==> src/common/pkt_proc_pkg.sv <==
`default_nettype none

package pkt_proc_pkg;

    // packet byte length or byte offset within a packet
    typedef logic [15:0] byte_len_t;

    // switch port number
    typedef logic [3:0] port_t;

    // all ones means the packet is never cut
    localparam byte_len_t BYTE_LEN_MAX = '1;

    // widest keep vector the helpers handle, covers DATA_BYTES up to 64
    localparam int KEEP_MAX = 64;

    // ------------------------------------------------------------
    // byte length helpers
    // ------------------------------------------------------------

    // number of valid bytes in a (zero extended) keep vector
    function automatic byte_len_t keep_bytes(input logic [KEEP_MAX-1:0] keep);
        byte_len_t count;
        count = '0;
        for (int i = 0; i < KEEP_MAX; i++) begin
            count = count + byte_len_t'(keep[i]);
        end
        return count;
    endfunction

    // contiguous keep mask with the lowest n bytes set
    function automatic logic [KEEP_MAX-1:0] keep_mask(input byte_len_t n);
        logic [KEEP_MAX-1:0] mask;
        for (int i = 0; i < KEEP_MAX; i++) begin
            mask[i] = (byte_len_t'(i) < n);
        end
        return mask;
    endfunction

endpackage

`default_nettype wire

==> src/hdl/meta_resolve.sv <==
`default_nettype none

module meta_resolve
    import pkt_proc_pkg::*;
#(
    parameter int DATA_BYTES = 8
) (
    input  logic                    core_clk,
    input  logic                    rst_n,

    input  logic                    in_valid,
    output logic                    in_ready,
    input  logic [DATA_BYTES*8-1:0] in_data,
    input  logic [DATA_BYTES-1:0]   in_keep,
    input  logic                    in_last,
    input  port_t                   in_ingress_port,
    input  port_t                   in_egress_port,
    input  logic                    in_trunc_enable,
    input  byte_len_t               in_trunc_length,

    input  logic                    cfg_trunc_override,
    input  logic                    cfg_trunc_enable,
    input  byte_len_t               cfg_trunc_length,

    output logic                    rs_valid,
    input  logic                    rs_ready,
    output logic [DATA_BYTES*8-1:0] rs_data,
    output logic [DATA_BYTES-1:0]   rs_keep,
    output logic                    rs_last,
    output port_t                   rs_ingress_port,
    output port_t                   rs_egress_port,
    output byte_len_t               rs_trunc_length
);

    logic      cfg_override_q;
    logic      cfg_enable_q;
    byte_len_t cfg_length_q;

    logic      in_sop;
    logic      in_xfer;

    // copy of the first-beat metadata for the rest of the packet
    port_t     ingress_q;
    port_t     egress_q;
    logic      trunc_enable_q;
    byte_len_t trunc_length_q;

    port_t     cur_ingress;
    port_t     cur_egress;
    logic      cur_trunc_enable;
    byte_len_t cur_trunc_length;
    byte_len_t resolved_length;

    assign in_ready = !rs_valid || rs_ready;
    assign in_xfer  = in_valid && in_ready;

    // ------------------------------------------------------------
    // configuration and packet start tracking
    // ------------------------------------------------------------
    always_ff @(posedge core_clk or negedge rst_n) begin
        if (!rst_n) begin
            cfg_override_q <= 1'b0;
            cfg_enable_q   <= 1'b0;
            cfg_length_q   <= BYTE_LEN_MAX;
            in_sop         <= 1'b1;
        end else begin
            cfg_override_q <= cfg_trunc_override;
            cfg_enable_q   <= cfg_trunc_enable;
            cfg_length_q   <= cfg_trunc_length;
            if (in_xfer) begin
                in_sop <= in_last;
            end
        end
    end

    always_ff @(posedge core_clk) begin
        if (in_xfer && in_sop) begin
            ingress_q      <= in_ingress_port;
            egress_q       <= in_egress_port;
            trunc_enable_q <= in_trunc_enable;
            trunc_length_q <= in_trunc_length;
        end
    end

    // live metadata on the first beat, latched copy afterwards
    assign cur_ingress      = in_sop ? in_ingress_port : ingress_q;
    assign cur_egress       = in_sop ? in_egress_port  : egress_q;
    assign cur_trunc_enable = in_sop ? in_trunc_enable : trunc_enable_q;
    assign cur_trunc_length = in_sop ? in_trunc_length : trunc_length_q;

    // override replaces the per-packet truncation request
    always_comb begin
        if (cfg_override_q) begin
            resolved_length = cfg_enable_q ? cfg_length_q : BYTE_LEN_MAX;
        end else begin
            resolved_length = cur_trunc_enable ? cur_trunc_length : BYTE_LEN_MAX;
        end
    end

    // ------------------------------------------------------------
    // output register
    // ------------------------------------------------------------
    always_ff @(posedge core_clk or negedge rst_n) begin
        if (!rst_n) begin
            rs_valid <= 1'b0;
        end else if (in_ready) begin
            rs_valid <= in_valid;
        end
    end

    always_ff @(posedge core_clk) begin
        if (in_xfer) begin
            rs_data         <= in_data;
            rs_keep         <= in_keep;
            rs_last         <= in_last;
            rs_ingress_port <= cur_ingress;
            rs_egress_port  <= cur_egress;
            rs_trunc_length <= resolved_length;
        end
    end

endmodule

`default_nettype wire

==> src/hdl/pkt_proc_top.sv <==
`default_nettype none

module pkt_proc_top
    import pkt_proc_pkg::*;
#(
    parameter int DATA_BYTES = 8
) (
    input  logic                    core_clk,
    input  logic                    rst_n,

    input  logic                    in_valid,
    output logic                    in_ready,
    input  logic [DATA_BYTES*8-1:0] in_data,
    input  logic [DATA_BYTES-1:0]   in_keep,
    input  logic                    in_last,
    input  port_t                   in_ingress_port,
    input  port_t                   in_egress_port,
    input  logic                    in_trunc_enable,
    input  byte_len_t               in_trunc_length,

    input  logic                    cfg_trunc_override,
    input  logic                    cfg_trunc_enable,
    input  byte_len_t               cfg_trunc_length,
    input  logic                    cfg_drop_loop,

    output logic                    out_valid,
    input  logic                    out_ready,
    output logic [DATA_BYTES*8-1:0] out_data,
    output logic [DATA_BYTES-1:0]   out_keep,
    output logic                    out_last,
    output port_t                   out_ingress_port,
    output port_t                   out_egress_port,

    output logic [31:0]             drop_count
);

    // ------------------------------------------------------------
    // resolved stream, meta_resolve to pkt_drop
    // ------------------------------------------------------------
    logic                    rs_valid;
    logic                    rs_ready;
    logic [DATA_BYTES*8-1:0] rs_data;
    logic [DATA_BYTES-1:0]   rs_keep;
    logic                    rs_last;
    port_t                   rs_ingress_port;
    port_t                   rs_egress_port;
    byte_len_t               rs_trunc_length;

    // ------------------------------------------------------------
    // filtered stream, pkt_drop to pkt_trunc
    // ------------------------------------------------------------
    logic                    dp_valid;
    logic                    dp_ready;
    logic [DATA_BYTES*8-1:0] dp_data;
    logic [DATA_BYTES-1:0]   dp_keep;
    logic                    dp_last;
    port_t                   dp_ingress_port;
    port_t                   dp_egress_port;
    byte_len_t               dp_trunc_length;

    meta_resolve #(
        .DATA_BYTES (DATA_BYTES)
    ) i_meta_resolve (
        .core_clk           (core_clk),
        .rst_n              (rst_n),
        .in_valid           (in_valid),
        .in_ready           (in_ready),
        .in_data            (in_data),
        .in_keep            (in_keep),
        .in_last            (in_last),
        .in_ingress_port    (in_ingress_port),
        .in_egress_port     (in_egress_port),
        .in_trunc_enable    (in_trunc_enable),
        .in_trunc_length    (in_trunc_length),
        .cfg_trunc_override (cfg_trunc_override),
        .cfg_trunc_enable   (cfg_trunc_enable),
        .cfg_trunc_length   (cfg_trunc_length),
        .rs_valid           (rs_valid),
        .rs_ready           (rs_ready),
        .rs_data            (rs_data),
        .rs_keep            (rs_keep),
        .rs_last            (rs_last),
        .rs_ingress_port    (rs_ingress_port),
        .rs_egress_port     (rs_egress_port),
        .rs_trunc_length    (rs_trunc_length)
    );

    pkt_drop #(
        .DATA_BYTES (DATA_BYTES)
    ) i_pkt_drop (
        .core_clk        (core_clk),
        .rst_n           (rst_n),
        .cfg_drop_loop   (cfg_drop_loop),
        .rs_valid        (rs_valid),
        .rs_ready        (rs_ready),
        .rs_data         (rs_data),
        .rs_keep         (rs_keep),
        .rs_last         (rs_last),
        .rs_ingress_port (rs_ingress_port),
        .rs_egress_port  (rs_egress_port),
        .rs_trunc_length (rs_trunc_length),
        .dp_valid        (dp_valid),
        .dp_ready        (dp_ready),
        .dp_data         (dp_data),
        .dp_keep         (dp_keep),
        .dp_last         (dp_last),
        .dp_ingress_port (dp_ingress_port),
        .dp_egress_port  (dp_egress_port),
        .dp_trunc_length (dp_trunc_length),
        .drop_count      (drop_count)
    );

    pkt_trunc #(
        .DATA_BYTES (DATA_BYTES)
    ) i_pkt_trunc (
        .core_clk         (core_clk),
        .rst_n            (rst_n),
        .dp_valid         (dp_valid),
        .dp_ready         (dp_ready),
        .dp_data          (dp_data),
        .dp_keep          (dp_keep),
        .dp_last          (dp_last),
        .dp_ingress_port  (dp_ingress_port),
        .dp_egress_port   (dp_egress_port),
        .dp_trunc_length  (dp_trunc_length),
        .out_valid        (out_valid),
        .out_ready        (out_ready),
        .out_data         (out_data),
        .out_keep         (out_keep),
        .out_last         (out_last),
        .out_ingress_port (out_ingress_port),
        .out_egress_port  (out_egress_port)
    );

endmodule

`default_nettype wire

==> src/pkt_drop/pkt_drop.sv <==
`default_nettype none

module pkt_drop
    import pkt_proc_pkg::*;
#(
    parameter int DATA_BYTES = 8
) (
    input  logic                    core_clk,
    input  logic                    rst_n,

    input  logic                    cfg_drop_loop,

    input  logic                    rs_valid,
    output logic                    rs_ready,
    input  logic [DATA_BYTES*8-1:0] rs_data,
    input  logic [DATA_BYTES-1:0]   rs_keep,
    input  logic                    rs_last,
    input  port_t                   rs_ingress_port,
    input  port_t                   rs_egress_port,
    input  byte_len_t               rs_trunc_length,

    output logic                    dp_valid,
    input  logic                    dp_ready,
    output logic [DATA_BYTES*8-1:0] dp_data,
    output logic [DATA_BYTES-1:0]   dp_keep,
    output logic                    dp_last,
    output port_t                   dp_ingress_port,
    output port_t                   dp_egress_port,
    output byte_len_t               dp_trunc_length,

    output logic [31:0]             drop_count
);

    logic cfg_drop_loop_q;

    logic rs_sop;
    logic rs_xfer;

    logic zero_length;
    logic loop_detect;
    logic drop_decide;
    logic drop_q;
    logic drop_beat;

    assign rs_ready = !dp_valid || dp_ready;
    assign rs_xfer  = rs_valid && rs_ready;

    // ------------------------------------------------------------
    // drop decision, taken on the first beat only
    // ------------------------------------------------------------
    assign zero_length = rs_last && (rs_keep == '0);
    assign loop_detect = cfg_drop_loop_q && (rs_egress_port == rs_ingress_port);
    assign drop_decide = zero_length || loop_detect;

    // later beats follow whatever the first beat decided
    assign drop_beat = rs_sop ? drop_decide : drop_q;

    always_ff @(posedge core_clk or negedge rst_n) begin
        if (!rst_n) begin
            cfg_drop_loop_q <= 1'b0;
            rs_sop          <= 1'b1;
            drop_q          <= 1'b0;
        end else begin
            cfg_drop_loop_q <= cfg_drop_loop;
            if (rs_xfer) begin
                rs_sop <= rs_last;
                if (rs_sop) begin
                    drop_q <= drop_decide;
                end
            end
        end
    end

    // one count per dropped packet
    always_ff @(posedge core_clk or negedge rst_n) begin
        if (!rst_n) begin
            drop_count <= '0;
        end else if (rs_xfer && rs_sop && drop_decide) begin
            drop_count <= drop_count + 32'd1;
        end
    end

    // ------------------------------------------------------------
    // output register
    // ------------------------------------------------------------
    always_ff @(posedge core_clk or negedge rst_n) begin
        if (!rst_n) begin
            dp_valid <= 1'b0;
        end else if (rs_ready) begin
            dp_valid <= rs_valid && !drop_beat;
        end
    end

    always_ff @(posedge core_clk) begin
        if (rs_xfer && !drop_beat) begin
            dp_data         <= rs_data;
            dp_keep         <= rs_keep;
            dp_last         <= rs_last;
            dp_ingress_port <= rs_ingress_port;
            dp_egress_port  <= rs_egress_port;
            dp_trunc_length <= rs_trunc_length;
        end
    end

endmodule

`default_nettype wire

==> src/pkt_trunc/pkt_trunc.sv <==
`default_nettype none

module pkt_trunc
    import pkt_proc_pkg::*;
#(
    parameter int DATA_BYTES = 8
) (
    input  logic                    core_clk,
    input  logic                    rst_n,

    input  logic                    dp_valid,
    output logic                    dp_ready,
    input  logic [DATA_BYTES*8-1:0] dp_data,
    input  logic [DATA_BYTES-1:0]   dp_keep,
    input  logic                    dp_last,
    input  port_t                   dp_ingress_port,
    input  port_t                   dp_egress_port,
    input  byte_len_t               dp_trunc_length,

    output logic                    out_valid,
    input  logic                    out_ready,
    output logic [DATA_BYTES*8-1:0] out_data,
    output logic [DATA_BYTES-1:0]   out_keep,
    output logic                    out_last,
    output port_t                   out_ingress_port,
    output port_t                   out_egress_port
);

    logic                    dp_xfer;

    // bytes already seen in this packet before the current beat
    byte_len_t               byte_count;
    // set once the packet has been cut, until its last input beat
    logic                    cut_done;

    logic [KEEP_MAX-1:0]     keep_ext;
    byte_len_t               beat_bytes;
    logic [16:0]             total_bytes;
    logic                    trunc_on;
    logic                    cut_here;
    logic                    discard;
    byte_len_t               remain;
    logic [KEEP_MAX-1:0]     remain_mask;
    logic [DATA_BYTES-1:0]   trim_keep;

    assign dp_ready = !out_valid || out_ready;
    assign dp_xfer  = dp_valid && dp_ready;

    // ------------------------------------------------------------
    // cut point
    // ------------------------------------------------------------
    assign keep_ext    = KEEP_MAX'(dp_keep);
    assign beat_bytes  = keep_bytes(keep_ext);
    assign total_bytes = {1'b0, byte_count} + {1'b0, beat_bytes};

    assign trunc_on = (dp_trunc_length != BYTE_LEN_MAX);
    assign discard  = cut_done;

    // this beat reaches or crosses the length
    assign cut_here = trunc_on && !discard && (total_bytes >= {1'b0, dp_trunc_length});

    // at least one byte left here since the count was below the length
    assign remain      = dp_trunc_length - byte_count;
    assign remain_mask = keep_mask(remain);
    assign trim_keep   = dp_keep & remain_mask[DATA_BYTES-1:0];

    always_ff @(posedge core_clk or negedge rst_n) begin
        if (!rst_n) begin
            byte_count <= '0;
            cut_done   <= 1'b0;
        end else if (dp_xfer) begin
            if (dp_last) begin
                byte_count <= '0;
                cut_done   <= 1'b0;
            end else begin
                byte_count <= total_bytes[15:0];
                cut_done   <= discard || cut_here;
            end
        end
    end

    // ------------------------------------------------------------
    // output register
    // ------------------------------------------------------------
    always_ff @(posedge core_clk or negedge rst_n) begin
        if (!rst_n) begin
            out_valid <= 1'b0;
        end else if (dp_ready) begin
            out_valid <= dp_valid && !discard;
        end
    end

    always_ff @(posedge core_clk) begin
        if (dp_xfer && !discard) begin
            out_data         <= dp_data;
            out_keep         <= cut_here ? trim_keep : dp_keep;
            out_last         <= dp_last || cut_here;
            out_ingress_port <= dp_ingress_port;
            out_egress_port  <= dp_egress_port;
        end
    end

endmodule

`default_nettype wire

==> config.mk <==
export PLATFORM = sky130hd
export DESIGN_NAME = pkt_proc_top
export DESIGN_NICKNAME = d
export VERILOG_FILES = /design/src/common/pkt_proc_pkg.sv /design/src/hdl/meta_resolve.sv /design/src/hdl/pkt_proc_top.sv /design/src/pkt_drop/pkt_drop.sv /design/src/pkt_trunc/pkt_trunc.sv
export SDC_FILE = /design/constraint.sdc
export NUM_CORES = 1
export LEC_CHECK = 0
export BUFFER_PORTS_ARGS = -buffer_cell sky130_fd_sc_hd__buf_4
export CORE_MARGIN = 3
export CORE_UTILIZATION = 56
export CTS_CLUSTER_DIAMETER = 80
export DETAILED_ROUTE_END_ITERATION = 8
export GPL_TIMING_DRIVEN = 0
export PLACE_DENSITY = 0.79
export SLEW_MARGIN = 20
export SYNTH_ARGS = -nofsm -noshare
export SYNTH_HDL_FRONTEND = slang
export SYNTH_SLANG_ARGS = --single-unit
==> constraint.sdc <==
create_clock -name core_clk -period 10.03 [get_ports core_clk]
set_clock_uncertainty 0.05 [all_clocks]
set_input_delay 1.003 -clock core_clk [delete_from_list [all_inputs] [get_ports core_clk]]
set_output_delay 1.003 -clock core_clk [all_outputs]
set_load 0.005 [all_outputs]
==> summary.txt, run 1 <==
Detailed routing
  • Detail Route Antenna Nets: 0
  • DRC: 0
  • Total number of vias: 8372
  • DRT iter0 DRCs: roughly 560
  • WL/cell: 19.3 um
  • Vias per cell: 5.44
  • DR pass1 iterations: 5
  • Final WL: a little under 30 mm

Synthesis
  • Syn Inst Count: 890
  • Leading area contributor after synthesis: edfxtp_1
  • Synth async-reset ratio: 19.8%
  • Post-synth EDFFs: 300
  • Mapped Area: roughly 14000 um2
  • Mean Syn Cell Area: 16.2 um2
  • Post-synthesis sequential area ratio: 75.5%
  • Top cells by area, synth: edfxtp_1 62%, dfrtp_1 9.7%, ha_1 3.4%
  • Ys Warns: 0
  • Post-synth top flop: edfxtp_1
  • Flop and latch count out of synthesis: about 370
  • Post-synth top area share: 62.5%
  • Syn Nets: roughly 1.1k
  • Yosys cell types: 63

Clock tree
  • CTS Buf Count: 38
  • Htree depth: 2
  • Post-CTS Setup Bufs: 0
  • CTS tree: done
  • Root Buffer: clkbuf_16
  • CTS Buffer Depth: 3
  • CTS Sinks: ~370
  • CTS Hold Bufs: 0
  • Resized Gates After CTS: 0
  • Clock slew at reported path FFs: about 0.06 ns
  • Worst skew pair latency: 0.52 ns

Worst setup path
  • CP Max Fanout: 8
  • Startpoint Class: flip-flop
  • CP top delay family: adder cells
  • Worst-path cell chain: ha_1 > inv_1 > fa_1 > fa_1 > fa_1 > fa_1 > fa_1 > nor2b_1 > o31a_1 > and2_1 > clkbuf_1 > nand3_1 > xnor2_1 > ha_1 > nand4_1 > nor4_1 > a211o_1 > a21oi_1 > a211oi_1 > nor4b_4 > a41oi_1
  • Bufs and invs on worst path: 2
  • Crit end category: flip-flop
  • Slowest cell delay on critical path: 0.50 ns
  • Worst Setup Path Type: flip-flop to flip-flop
  • Max stage delay cell, worst path: fa_1
  • Worst path required time: between 10 and 15 ns
  • Arrival time of the worst setup path: 6.93 ns
  • Crit-path most repeated cell: fa_1

Floorplan
  • Die ar.: 27700 um2
  • Core ar.: 25300 um2
  • Die boundary width: 166 um
  • Die height: 166 um
  • Initial Utilization: 57.1%
  • Boundary Pins: 236
  • # rows: a little under 60

Global route
  • Vias in the first global route: around 8.5k
  • Antenna violations before repair: 1
  • Aggregate global-route resource usage: 21.5%
  • First-pass GRT wire length: approximately 47 mm
  • Total gr overflow: 0
  • Pin count of the biggest net entering global routing: 75

Final layout
  • Post-Layout Cell Count: 1538
  • Synthesis-to-layout area growth: 25.2%
  • Final core area utilization: between 70% and 80%
  • Nets: 1344
  • Most frequent cells in the layout: 300 x edfxtp_1, 236 x buf_4, 56 x dfrtp_1, 55 x inv_1, 47 x xnor2_1
  • Layout cell share with drive strength beyond 1: 28.9%
  • Fill count: 1650
  • Commonest non-fill, non-tap cell in the layout: edfxtp_1

STA
  • RSZ-0062 raised after global routing: false
  • Least-Margin Pin Slew: just over 1 ns
  • F_max: 148 MHz
  • Max-slew violation count: 0
  • Worst hold-check slack: between 0.3 and 0.4 ns
  • Setup Total Neg Slack: 0 ns
  • Setup-failing EPs final: 0
  • Final Hold Violating Endpoints: 0
  • Final worst path period need: 6.77 ns
  • Final period utilization: 67.5%
  • Relative max-transition margin: 33.0%

Power
  • Peak VDD IR: 0.167 mV
  • LEAKAGE: 7.19 nW
  • Power density over cell area: 254 nW/um2

Placed design
  • HPWL after DPL: roughly 21 mm
  • Placed Instances: approximately 1.5k
  • GP Congestion: 0.902
  • IO buf count: 235

Worst hold path
  • Hold Path Class: flip-flop to flip-flop

Job
  • # Max-Cap Violations: 0

Run status
  • Run status: finished clean
final timing paths:
check,start,to,slack [ns],cells past startpoint
setup / recovery,i_pkt_drop.dp_keep[1],i_pkt_trunc.out_keep[0],3.26,21
hold / removal,i_meta_resolve.rs_data[59],i_pkt_drop.dp_data[59],0.36,0
setup reg to reg,i_pkt_drop.dp_keep[1],i_pkt_trunc.out_keep[0],3.26,21
hold reg to reg,i_meta_resolve.rs_data[59],i_pkt_drop.dp_data[59],0.36,0
max in group asynchronous,rst_n,i_pkt_drop.drop_count[2],8.68,1
min in group asynchronous,rst_n,i_pkt_trunc.byte_count[12],0.57,1
metrics by stage:
stage	area, um2	setup slack, ns	power [mW]
floorplan	14400	0.837	2.80
CTS	18000	3.26	4.63
finish	18000	3.26	4.58
detailed placement	16900	3.28	3.28
global route	18000	2.90	4.83
global placement	16600	-2.74	3.23
Yosys cell counts, drive strengths merged, types with 3 or more instances:
cell,count
nor2,41
mux2i,21
ha,39
and4,5
buf,7
xnor2,47
clkbuf,10
a21o,8
nand2b,8
nand4,19
a22o,5
nor3,7
a211oi,5
a211o,3
inv,56
nor2b,6
dfrtp,56
mux2,11
nand3,20
nor4,5
nand2,43
and2,8
and3,11
a21oi,38
dfstp,18
o2111ai,4
xor2,3
o21ai,26
fa,6
nand3b,3
edfxtp,300
o31ai,7
a31oi,4
o211ai,5
a41oi,7
o21a,6
cell families after synthesis:
logic type	Yosys count	share of synthesized area (%)
AND/OR/NAND/NOR	183	6.68
flip-flops	374	75.5
multiplexers	32	2.32
AO/OA/AOI/OAI	133	6.22
buffers and inverters	73	2.02
XOR/XNOR	50	3.04
adder cells (fa/ha/maj)	45	4.22
layout make-up:
type	instances	area (um2)	area share, %
well taps	330	413	2.29
clock inverters	21	163	0.902
repair buffers	248	2020	11.2
multi-input cells	443	3260	18.1
plain buffers	17	81.3	0.451
diodes	1	2.50	0.0139
inverters	56	210	1.17
flip-flops and latches	374	10900	60.3
clock buffers	48	1010	5.60
power by group:
group,internal (mW),switching [mW]
clock,0.768,0.554
sequential,2.06,0.112
combinational,0.478,0.610
total,3.31,1.28
layer usage:
metal | vias to the layer above | wire length [um] | track usage [%]
li1 | 3919 | - | -
met1 | 4118 | 12100 | 28.2
met2 | 273 | 14800 | 35.8
met3 | 62 | 1880 | 4.98
met4 | 0 | 879 | 7.25
met5 | - | 0 | 0
sequential cells by signal, indices dropped and copies added, names as in the netlist, 16 cells and up:
name                            count
i_pkt_drop.dp_data                 64
i_meta_resolve.rs_data             64
i_meta_resolve.rs_trunc_length     16
i_pkt_drop.dp_trunc_length         16
i_pkt_drop.drop_count              32
i_pkt_trunc.byte_count             16
i_pkt_trunc.out_data               64
i_meta_resolve.cfg_length_q        16
i_meta_resolve.trunc_length_q      16
worst register-to-register path, delay by kind of cell (launching register included):
family / cells / cell delay, ns
adder cells (fa/ha/maj): 7 / 2.87
AND/OR/NAND/NOR: 6 / 1.53
AO/OA/AOI/OAI: 5 / 1.17
flip-flops: 1 / 0.40
buffers and inverters: 2 / 0.26
XOR/XNOR: 1 / 0.17
(Power assumes the default switching activity.)
==> run 2, diff against run 1 <==
CORE_UTILIZATION = 51   (was 56)
PLACE_DENSITY = 0.76   (was 0.79)
clock period = 5.5 ns   (was 10.03 ns; I/O delays follow)
==> run 2 against run 1 <==
The run now ends with setup timing left; worst hold slack got worse by 0.28 ns; sequential cell count did not move; count of clock-buffer cells in the layout did not move; global-route usage fell by 2.0 points; utilization fell by 4.3 points; largest power group unchanged.
==> summary.txt, run 2 (synthesized netlist as in run 1, its figures left out) <==
Run status
  • Run status: complete, but fails checks
  • Failing checks: setup timing

Worst setup path
  • Worst-path cell chain: ha_1 > inv_2 > fa_1 > fa_1 > fa_2 > fa_2 > inv_2 > ha_4 > a21o_1 > a21oi_2 > nor2b_2 > o21a_2 > nand3_4 > xnor2_2 > ha_1 > nand4_1 > buf_4 > nor4_4 > a221oi_2 > a211oi_2 > nor4b_4 > buf_6 > a41oi_2
  • Worst path required time: 5.67 ns (-4.52 ns)
  • Worst Setup Path Type: flip-flop to flip-flop
  • Crit end category: flip-flop
  • Arrival time of the worst setup path: 6.34 ns (-0.59 ns)
  • Startpoint Class: flip-flop
  • Slowest cell delay on critical path: 0.62 ns (+0.12 ns)
  • CP Max Fanout: 8 (unchanged)
  • Max stage delay cell, worst path: fa_2
  • R2R setup slack: -0.67 ns (-3.94 ns)

Global route
  • Total gr overflow: 0 (unchanged)
  • M3 GR Usage: 5.48% (+0.50 points)
  • First-pass GRT wire length: 46.3 mm (-1.2%)
  • Met1 Usage GRT: 25.2% (-3.0 points)
  • Aggregate global-route resource usage: 19.4% (-2.0 points)
  • Vias in the first global route: 8576 (+0.88%)
  • Pin count of the biggest net entering global routing: 75 (unchanged)
  • Antenna violations before repair: 0 (-1)
  • Global route hottest layer: met2
  • GR Util met2: 31.3% (-4.5 points)

Job
  • # Max-Cap Violations: 0 (unchanged)

Clock tree
  • Clock slew at reported path FFs: 0.06 ns (about the same)
  • CTS Buf Count: 39 (+2.6%)
  • CTS Sinks: 374 (unchanged)
  • Htree depth: 2 (unchanged)
  • Worst skew pair latency: 0.53 ns (about the same)
  • CTS tree: done
  • Root Buffer: clkbuf_16
  • CTS Buffer Depth: 3 (unchanged)

Final layout
  • Final Instance Area: 18400 um2 (+2.0%)
  • Most frequent cells in the layout: 300 x edfxtp_1, 253 x buf_4, 56 x dfrtp_1, 53 x inv_1
  • Synthesis-to-layout area growth: 27.6%
  • Commonest non-fill, non-tap cell in the layout: edfxtp_1
  • Nets: 1361 (+1.3%)
  • Largest registers: i_meta_resolve.rs_data (64), i_pkt_drop.dp_data (64), i_pkt_trunc.out_data (64)
  • Post-Layout Cell Count: 1594 (+3.6%)
  • Layout cell share with drive strength beyond 1: 32.9% (+4.0 points)
  • Ant diodes: 0 (-1)
  • Fill count: 1902 (+15%)

Detailed routing
  • Detail Route Antenna Nets: 0 (unchanged)
  • DR pass1 iterations: 7 (+2)
  • DRT iter0 DRCs: 555 (unchanged)
  • Vias per cell: 5.25 (-3.6%)
  • DRC: 0 (unchanged)
  • Final WL: 29.3 mm (-1.2%)
  • WL/cell: 18.4 um (-4.6%)
  • Total number of vias: 8368 (-0.048%)

STA
  • Least-Margin Pin Slew: 0.935 ns (-0.0699 ns)
  • Max-slew violation count: 0 (unchanged)
  • Final worst path period need: 6.17 ns (-0.592 ns)
  • Fin worst setup slack: -0.674 ns (-3.94 ns)
  • RSZ-0062 raised after global routing: true
  • Setup-failing EPs final: 10 (+10)
  • Final Hold Violating Endpoints: 0 (unchanged)
  • Relative max-transition margin: 37.7% (+4.7 points)
  • F_max: 162 MHz (+9.6%)
  • Final period utilization: 112% (+45 points)
  • Setup Total Neg Slack: -5.74 ns (-5.74 ns)

Floorplan
  • Die boundary width: 174 um (+4.6%)
  • Die height: 174 um (+4.6%)
  • Initial Utilization: 52.6% (-4.5 points)
  • Boundary Pins: 236 (unchanged)
  • Core ar.: 27400 um2 (+8.5%)
  • # rows: 60 (+3.4%)
  • Die ar.: 30300 um2 (+9.4%)

Placed design
  • IO buf count: 235 (unchanged)
  • Placed standard-cell area: 16900 um2 (+0.13%)
  • HPWL after DPL: 21.0 mm (-0.49%)
  • GP Congestion: 0.904 (+0.14%)
  • Setup Slack @ Placement: -1.03 ns (-4.31 ns)
  • Placed Instances: 1509 (+2.8%)

Power
  • Power density over cell area: 462 nW/um2 (+82%)
  • Final Power: 8.50 mW (+86%)
  • Peak VDD IR: 0.289 mV (+73%)
  • LEAKAGE: 7.32 nW (+1.8%)

Worst hold path
  • Hold Path Class: input port to flip-flop
==> run 2: worst max-delay path, delay by kind of cell (launching register included) <==
kind | cells | cell delay, ns
AO/OA/AOI/OAI | 6 | 1.13
buffers and inverters | 4 | 0.45
AND/OR/NAND/NOR | 5 | 0.85
flip-flops | 1 | 0.40
adder cells (fa/ha/maj) | 7 | 2.92
XOR/XNOR | 1 | 0.08
==> run 2: area by class of cell <==
cell class | instances | area, um2 | share of cell area, %
buffer | 16 | 77.6 | 0.422
sequential | 374 | 10900 | 59.2
clock inverter | 20 | 150 | 0.816
timing repair buffer | 265 | 2110 | 11.5
clock buffer | 48 | 1030 | 5.60
inverter | 56 | 210 | 1.14
tap | 372 | 465 | 2.53
multi-input combinational | 443 | 3470 | 18.9
==> run 2: metal layers <==
layer,share of wire [%],vias to the layer above
li1,-,3950
met5,0,-
met4,3.8,0
met2,48,299
met3,7.6,72
met1,41,4047
==> run 2: timing repair <==
action,CTS,global route
setup endpoints to repair,10,10
hold buffers,0,0
buffers inserted,13,5
endpoints found under the hold margin,0,0
gates resized for setup,15,25
pin swaps,8,24
==> run 2: worst paths after layout <==
kind,from,end,depth (start not counted)
max in group asynchronous,rst_n,i_pkt_drop.drop_count[10],1
worst max-delay path,i_pkt_drop.dp_keep[1],i_pkt_trunc.out_keep[0],23
min in group asynchronous,rst_n,i_pkt_trunc.byte_count[11],1
worst min register to register,i_pkt_drop.dp_data[47],i_pkt_trunc.out_data[47],0
worst max register to register,i_pkt_drop.dp_keep[1],i_pkt_trunc.out_keep[0],23
worst min-delay path,cfg_trunc_length[8],i_meta_resolve.cfg_length_q[8],1
==> run 2: power by group <==
group / leakage [nW] / total, mW / switching (mW) / internal (mW)
Sequential: 3.80 / 3.95 / 0.193 / 3.75
Combinational: 2.94 / 2.15 / 1.20 / 0.941
Clock: 0.577 / 2.41 / 1.03 / 1.39
==> run 2: stage by stage <==
stage,util [%],hold WS (ns)
3_5_place_dp,61.6,0.355
2_1_floorplan,-,0.204
3_3_place_gp,60.8,0.350
5_1_grt,67.1,0.0558
6_report,67.1,0.0784
4_1_cts,66.6,0.0594
